File: config.mk
export PLATFORM = sky130hd
export DESIGN_NAME = branchPredictor
export DESIGN_NICKNAME = d
export VERILOG_FILES = /design/src/hdl/branchPredPkg.sv /design/src/hdl/branchPredictor.sv /design/src/hdl/nextPcSelect.sv /design/src/hdl/directionPredictor.sv /design/src/hdl/btb.sv /design/src/hdl/predRam.sv
export SDC_FILE = /design/constraint.sdc
export NUM_CORES = 2
export LEC_CHECK = 0
export BUFFER_PORTS_ARGS = -buffer_cell sky130_fd_sc_hd__buf_2
export CAP_MARGIN = 20
export CORE_MARGIN = 4
export CORE_UTILIZATION = 48
export CTS_CLUSTER_DIAMETER = 150
export CTS_CLUSTER_SIZE = 28
export DETAILED_ROUTE_END_ITERATION = 8
export GPL_ROUTABILITY_DRIVEN = 0
export GPL_TIMING_DRIVEN = 0
export PLACE_DENSITY = 0.63
export SYNTH_ARGS = -nofsm -noshare
export SYNTH_HDL_FRONTEND = slang
export SYNTH_SLANG_ARGS = --single-unit
File: constraint.sdc
create_clock -name clk -period 4.1 [get_ports clk]
set_input_delay 0.41 -clock clk [delete_from_list [all_inputs] [get_ports clk]]
set_output_delay 0.41 -clock clk [all_outputs]
set_load 0.01 [all_outputs]
File: src/hdl/branchPredPkg.sv
package branchPredPkg;

  ////////////////////
  // Widths
  ////////////////////

  // Address width of the core
  localparam int xlen = 32;
  // Default table index width, 64 entries
  localparam int indexBits = 6;

  // PC or target address
  typedef logic [xlen-1:0] addrT;
  // One-hot instruction class, all zeros for a non-control instruction
  typedef logic [3:0] instrClassT;
  // Two-bit saturating counter value
  typedef logic [1:0] counterT;

  // Bit positions inside instrClassT
  localparam int classBranch = 0;
  localparam int classJump   = 1;
  localparam int classJalr   = 2;
  localparam int classReturn = 3;

  ////////////////////
  // Structs
  ////////////////////

  // Payload of one target buffer entry
  typedef struct packed {
    instrClassT instrClass;
    addrT       target;
  } btbEntryT;

  // Resolved control flow info from execute
  typedef struct packed {
    addrT       pc;
    addrT       target;
    instrClassT instrClass;
    logic       taken;
  } updateT;

  // Final prediction handed to fetch
  typedef struct packed {
    addrT       predPc;
    instrClassT predClass;
    logic       predTaken;
  } predictionT;

endpackage
File: src/hdl/branchPredictor.sv
`timescale 1ns/100ps

module branchPredictor #(
  parameter int IndexBits = branchPredPkg::indexBits
) (
  input  logic                      clk,
  input  logic                      reset,
  input  branchPredPkg::addrT       pcNext,
  input  logic                      stall,
  input  branchPredPkg::updateT     update,
  input  logic                      updateEn,
  output branchPredPkg::predictionT prediction
);

  import branchPredPkg::*;

  logic     hit;
  btbEntryT entry;
  counterT  counter;

  // Target and class lookup
  btb #(
    .IndexBits (IndexBits)
  ) btb_inst (
    .clk      (clk),
    .reset    (reset),
    .pcNext   (pcNext),
    .stall    (stall),
    .update   (update),
    .updateEn (updateEn),
    .hit      (hit),
    .entry    (entry)
  );

  // Taken / not taken lookup in parallel
  directionPredictor #(
    .IndexBits (IndexBits)
  ) directionPredictor_inst (
    .clk      (clk),
    .reset    (reset),
    .pcNext   (pcNext),
    .stall    (stall),
    .update   (update),
    .updateEn (updateEn),
    .counter  (counter)
  );

  // Merge both into the next PC
  nextPcSelect nextPcSelect_inst (
    .clk        (clk),
    .reset      (reset),
    .pcNext     (pcNext),
    .stall      (stall),
    .hit        (hit),
    .entry      (entry),
    .counter    (counter),
    .prediction (prediction)
  );

endmodule

File: src/hdl/nextPcSelect.sv
`timescale 1ns/100ps

module nextPcSelect (
  input  logic                      clk,
  input  logic                      reset,
  input  branchPredPkg::addrT       pcNext,
  input  logic                      stall,
  input  logic                      hit,
  input  branchPredPkg::btbEntryT   entry,
  input  branchPredPkg::counterT    counter,
  output branchPredPkg::predictionT prediction
);

  import branchPredPkg::*;

  addrT fetchPc;
  addrT seqPc;
  logic isBranch;
  logic isUncond;
  logic taken;

  // Fetch PC tracks the lookup registers in btb
  always_ff @(posedge clk) begin
    if (reset) begin
      fetchPc <= '0;
    end else if (~stall) begin
      fetchPc <= pcNext;
    end
  end

  assign seqPc = fetchPc + addrT'(4);

  // Class decode of the stored entry
  assign isBranch = entry.instrClass[classBranch];
  // jump, jalr and return always redirect
  assign isUncond = entry.instrClass[classJump] | entry.instrClass[classJalr] |
                    entry.instrClass[classReturn];

  // Conditional branches follow the counter msb
  assign taken = hit & (isUncond | (isBranch & counter[1]));

  assign prediction.predTaken = taken;
  assign prediction.predClass = hit ? entry.instrClass : '0;
  assign prediction.predPc    = taken ? entry.target : seqPc;

  // Stall freezes every lookup register feeding this block
  predictionHeldOnStall: assert property (
    @(posedge clk) disable iff (reset)
    stall |=> $stable(prediction)
  ) else $error("nextPcSelect: prediction changed during stall");

endmodule

File: src/hdl/directionPredictor.sv
`timescale 1ns/100ps

module directionPredictor #(
  parameter int IndexBits = 6
) (
  input  logic                   clk,
  input  logic                   reset,
  input  branchPredPkg::addrT    pcNext,
  input  logic                   stall,
  input  branchPredPkg::updateT  update,
  input  logic                   updateEn,
  output branchPredPkg::counterT counter
);

  import branchPredPkg::*;

  localparam int Depth = 1 << IndexBits;

  counterT              counters [Depth];
  logic [IndexBits-1:0] lookupIdx;
  logic [IndexBits-1:0] updIdx;
  logic                 train;
  counterT              oldCtr;
  counterT              newCtr;
  counterT              counterNext;

  // Same index hash as the target buffer
  function automatic logic [IndexBits-1:0] hashPc(input addrT pc);
    hashPc = {pc[IndexBits+1] ^ pc[1], pc[IndexBits:2]};
  endfunction

  assign lookupIdx = reset ? '0 : hashPc(pcNext);
  assign updIdx    = hashPc(update.pc);

  // Only resolved conditional branches train
  assign train = updateEn & update.instrClass[classBranch];

  ////////////////////
  // Saturating update
  ////////////////////

  assign oldCtr = counters[updIdx];

  always_comb begin
    newCtr = oldCtr;
    if (update.taken) begin
      if (oldCtr != 2'd3) newCtr = oldCtr + 2'd1;
    end else begin
      if (oldCtr != 2'd0) newCtr = oldCtr - 2'd1;
    end
  end

  // Counter table, all weakly not taken out of reset
  always_ff @(posedge clk) begin
    if (reset) begin
      for (int i = 0; i < Depth; i++) begin
        counters[i] <= 2'd1;
      end
    end else if (train) begin
      counters[updIdx] <= newCtr;
    end
  end

  // Registered lookup, trained value wins on a collision
  assign counterNext = (train && (updIdx == lookupIdx)) ? newCtr : counters[lookupIdx];

  always_ff @(posedge clk) begin
    if (reset) begin
      counter <= 2'd1;
    end else if (~stall) begin
      counter <= counterNext;
    end
  end

  // Stored counter moves toward the outcome and never wraps around
  counterNoWrap: assert property (
    @(posedge clk) disable iff (reset)
    train |=> ($past(update.taken) ? (counters[$past(updIdx)] >= $past(oldCtr))
                                   : (counters[$past(updIdx)] <= $past(oldCtr)))
  ) else $error("directionPredictor: counter wrapped");

endmodule

File: src/hdl/btb.sv
`timescale 1ns/100ps

module btb #(
  parameter int IndexBits = 6
) (
  input  logic                  clk,
  input  logic                  reset,
  input  branchPredPkg::addrT   pcNext,
  input  logic                  stall,
  input  branchPredPkg::updateT update,
  input  logic                  updateEn,
  output logic                  hit,
  output branchPredPkg::btbEntryT entry
);

  import branchPredPkg::*;

  localparam int Depth = 1 << IndexBits;

  logic [IndexBits-1:0] lookupIdx;
  logic [IndexBits-1:0] updIdx;
  logic [Depth-1:0]     validBits;
  logic                 readEn;
  logic                 writeEn;
  logic                 idxMatch;
  logic                 validNext;
  logic                 bypassSel;
  btbEntryT             writeEntry;
  btbEntryT             bypassEntry;
  btbEntryT             ramEntry;

  // Index hash
  // Bit 1 is only nonzero with compressed code, so fold it into the top bit
  function automatic logic [IndexBits-1:0] hashPc(input addrT pc);
    hashPc = {pc[IndexBits+1] ^ pc[1], pc[IndexBits:2]};
  endfunction

  ////////////////////
  // Lookup side
  ////////////////////

  // pcNext is not defined in reset, so park the lookup on entry 0
  assign lookupIdx = reset ? '0 : hashPc(pcNext);
  assign readEn    = ~stall | reset;

  ////////////////////
  // Update side
  ////////////////////

  assign updIdx     = hashPc(update.pc);
  assign writeEn    = updateEn & (|update.instrClass);
  assign writeEntry = '{instrClass: update.instrClass, target: update.target};

  // Valid bits live in flops so reset clears the whole table at once
  // A zero class from execute means the entry was wrongly taken as control
  always_ff @(posedge clk) begin
    if (reset) begin
      validBits <= '0;
    end else if (updateEn) begin
      validBits[updIdx] <= |update.instrClass;
    end
  end

  // Entry payload
  predRam #(
    .Depth (Depth),
    .Width ($bits(btbEntryT))
  ) entryRam (
    .clk       (clk),
    .readEn    (readEn),
    .readAddr  (lookupIdx),
    .readData  (ramEntry),
    .writeEn   (writeEn),
    .writeAddr (updIdx),
    .writeData (writeEntry)
  );

  ////////////////////
  // Same-cycle bypass
  ////////////////////

  assign idxMatch = updIdx == lookupIdx;

  // Valid bit seen by this lookup, new value wins on a collision
  assign validNext = (updateEn & idxMatch) ? (|update.instrClass) : validBits[lookupIdx];

  always_ff @(posedge clk) begin
    if (reset) begin
      hit       <= 1'b0;
      bypassSel <= 1'b0;
    end else if (readEn) begin
      hit       <= validNext;
      bypassSel <= writeEn & idxMatch;
    end
  end

  // Copy of the written entry for the collision case
  always_ff @(posedge clk) begin
    if (readEn) begin
      bypassEntry <= writeEntry;
    end
  end

  // RAM returns stale data on a collision, so pick the captured copy
  assign entry = bypassSel ? bypassEntry : ramEntry;

  // Execute must hand over a clean class encoding
  updateClassOneHot: assert property (
    @(posedge clk) disable iff (reset)
    updateEn |-> $onehot0(update.instrClass)
  ) else $error("btb: update class is not one-hot");

endmodule

File: src/hdl/predRam.sv
`timescale 1ns/100ps

module predRam #(
  parameter int Depth = 64,
  parameter int Width = 36
) (
  input  logic                     clk,
  input  logic                     readEn,
  input  logic [$clog2(Depth)-1:0] readAddr,
  output logic [Width-1:0]         readData,
  input  logic                     writeEn,
  input  logic [$clog2(Depth)-1:0] writeAddr,
  input  logic [Width-1:0]         writeData
);

  // Storage array, contents undefined until written
  logic [Width-1:0] mem [Depth];

  // Synchronous write port
  always_ff @(posedge clk) begin
    if (writeEn) begin
      mem[writeAddr] <= writeData;
    end
  end

  // Registered read, holds its value while readEn is low
  // Old data is returned on a read/write collision
  always_ff @(posedge clk) begin
    if (readEn) begin
      readData <= mem[readAddr];
    end
  end

endmodule

==> qor.txt <==
status: finished with violations
failing checks: negative setup slack
drt initial violations: 8449
vias in the first global route: 57746
area post-placement: 109000 um^2
CTS buffer count: 102
# fillers: 16980
root buf cell: clkbuf_16
RSZ-0062 raised after global routing: false
Seq/Total Area, Yosys: 75.1%
Req. time, crit path: 4.62 ns
Setup CP Type: in2reg
drt pass-1 iters: 6
Vias/cell: 6.46
Mapped Nets: 6076
Critical Path Start Type: primary input
Leakage: 35.9 nW
total gr overflow: 0
Worst setup EP type: register
clock network power share: 27.0%
area of the multi-input gates: 23700 um^2
Setup-failing EPs final: 11
FP Rows: 169
RR Startpoint: directionPredictor_inst.counters[49][0]$_SDFFCE_PN1P_
Die ar.: 222000 um^2
Avg Cell Area, Syn: 17.2 um^2
Slew headroom: 18.0%
CTS tree: built
maxcap violations: 0
Net Switching: 11.0 mW
Area growth syn-to-layout: 9.42%
initial core utilization: 48.4%
most used cell, CP: a21oi_1
Synth top area share: 73.1%
FF+latch area: 77200 um^2
worst slew pin tran: 1.22 ns
Worst EP arrival: 4.80 ns
post-synthesis instance total: 5970
FFs w/ async S/R, synth: 0%
core area: 213000 um^2
Hold Crit Class: in2reg
Yosys cell types: 66
Post-DP HPWL: 215000 um
TritonCTS Sinks: 2603
Die W: 471 um
Peak VDD IR: 0.454 mV
largest net degree at the start of global routing: 73
worst-skew pair later-pin latency: 0.82 ns
Post-DRT Antenna Nets: 0
Peak Freq: 234 MHz
drt total wl: 311000 um
design area: 113000 um^2
CP max FO: 10
power per cell area: 412 nW/um^2
#FFs+latches synth: 2603
global-route wire length before repair: 434000 um
Vert. Die Dim: 471 um
total track usage: 27.6%
Post-synth EDFFs: 2504
Remaining DRCs: 0
total number of vias: 59435
Tmin final: 4.28 ns
Int Power: 35.4 mW
post-synth top area cell: edfxtp_1
Final nets: 6442
post-synthesis cell area: 103000 um^2
Worst Path Buf+Inv: 5
main area contributors after synthesis: edfxtp_1, mux4_2, mux2i_1, dfxtp_1, a211oi_1
Clock Pin Slew Worst Setup and Hold Paths: 0.11 ns
non-filler cells, final: 9195
final worst-path cycle share: 104%
slowest stage delay, CP: 0.72 ns
Final Hold Fails: 0
skew final: 0.0326 ns
top_reg_cell synth: edfxtp_1
Flop pwr share: 63.8%
maximum clock insertion buffer count: 3
Comb power frac: 9.2%
share of cells above drive strength 1: 14.6%
number of synthesis warnings: 0
CP top delay family: buffers and inverters
H-tree depth: 3
setup ws final: -0.182 ns
wire length per cell: 33.8 um
Critical Path Slowest Stage Cell: o21ai_0
Slew Viols, Final: 0
switching share of power: 23.7%
critical path cell sequence: buf_2 > inv_1 > nand2_1 > buf_4 > clkbuf_2 > clkbuf_1 > o221ai_1 > mux2i_1 > o21ai_0 > nor2_1 > a21oi_1 > a21oi_1
beginning of the worst hold path: updateEn
CP startpoint: pcNext[2]
initial antenna violation count: 20
Ports: 142
DP Cell Count: 9013
input/output buffers: 111
==> layout by cell type, fill, tap and decap left out, drive strengths merged, types with 40 or more instances in the layout <==
cell    instances
clkbuf        412
nand4          40
edfxtp       2504
nor2          125
mux2i         411
inv            79
o22ai         220
mux4          323
nand3         104
nor3          171
nand2         484
a21oi         172
o21ai         127
dfxtp          99
a31oi          76
o221ai         76
buf           381
a211oi        254
a21o           40
==> state kept, by name, summed over array words and instances, names as in the netlist, 32 cells and up <==
name                              flops
btb_inst.bypassEntry                 36
btb_inst.entryRam.mem              2304
btb_inst.entryRam.readData           36
btb_inst.validBits                   64
directionPredictor_inst.counters    128
nextPcSelect_inst.fetchPc            32
==> final timing paths <==
path	cells past startpoint	endpoint	slack [ns]
worst max-delay path	12	btb_inst.entryRam.readData[11]$_DFFE_PP_	-0.18
worst min-delay path	4	btb_inst.hit$_SDFFE_PP0P_	0.07
worst max register to register	9	directionPredictor_inst.counters[49][1]$_SDFFCE_PN0P_	0.52
worst min register to register	2	btb_inst.validBits[54]$_SDFFE_PP0P_	0.49
==> cells in the mapped netlist (4+ instances only) <==
library cell and instances:
a2111oi_0 4, a211oi_1 254, a21o_1 40, a21oi_1 172, a22oi_1 4, a311oi_1 38, a31oi_1 76, and3_1 21
buf_1 36, buf_2 99, buf_4 10, buf_6 10, clkbuf_1 276, dfxtp_1 99, edfxtp_1 2504, inv_1 75
mux2_2 16, mux2i_1 411, mux4_1 4, mux4_2 314, mux4_4 5, nand2_1 484, nand2b_1 17, nand3_1 104
nand4_1 40, nor2_1 125, nor2b_1 17, nor3_1 171, o211ai_1 8, o21ai_0 127, o21bai_1 25, o221a_2 8
o221ai_1 76, o22ai_1 220, xnor2_1 20, xor2_1 15
==> cell families after synthesis <==
group / Yosys count / synth area share [%]
adder cells (fa/ha/maj): 3 / 0.0341
multiplexers: 750 / 11.3
buffers and inverters: 509 / 2.10
AND/OR/NAND/NOR: 997 / 4.28
XOR/XNOR: 36 / 0.314
AO/OA/AOI/OAI: 1072 / 6.94
flip-flops: 2603 / 75.1
==> worst register-to-register path: stages, from the launching register on <==
cell      delay, ns
edfxtp_1       0.37
mux4_1         0.53
mux2i_1        0.34
o32a_1         0.26
o211ai_1       0.12
or4_4          0.48
o21bai_1       0.45
buf_2          0.42
buf_4          0.25
nor3_1         0.07
==> layer usage <==
layer  vias up  part of all wire, %  routed length [um]  track usage (%)
met1     30730                   38              117000             37.1
met2      3450                   46              143000             42.8
li1      24605                    -                   -                -
met3       650                   10               32100             6.26
met4         0                  6.1               18900             13.3
met5         -                    0                   0                0
==> final cells by class <==
cell class / count / share of cell area [%]
diodes: 2 / 0.00445
repair buffers: 264 / 2.80
flip-flops and latches: 2603 / 68.6
clock buffers: 136 / 2.42
multi-input cells: 2858 / 21.1
clock inverters: 4 / 0.0378
plain buffers: 430 / 1.69
inverters: 77 / 0.257
well taps: 2821 / 3.14
==> through the flow <==
stage,TNS (ns),hold slack (ns),util [%],setup WS [ns],total power [mW]
after floorplan,0,0.449,-,1.14,32.1
after global placement,-2218.29,0.456,50.3,-2.05,34.1
after detailed placement,-45.51,0.468,51.3,-1.36,34.2
after CTS,0,0.00421,52.9,0.00816,46.3
after global routing,0,0.0325,52.9,0.000708,47.6
final,-1.14,0.0670,52.9,-0.182,46.3
==> timing repair <==
action                                 CTS  global route
setup endpoints to repair               53            29
gates resized for setup                 38            13
hold buffers                            36             1
setup buffers                            0             0
endpoints found under the hold margin   53             6
==> power by group through the flow <==
stage                     sequential (mW)  clock (mW)  combinational, mW
after floorplan                      30.1           0               2.02
after global placement               30.2           0               3.93
after detailed placement             30.1           0               4.10
after CTS                            29.5        12.6               4.16
after global routing                 29.6        13.6               4.42
final                                29.5        12.5               4.27
(Power assumes the default switching activity.)
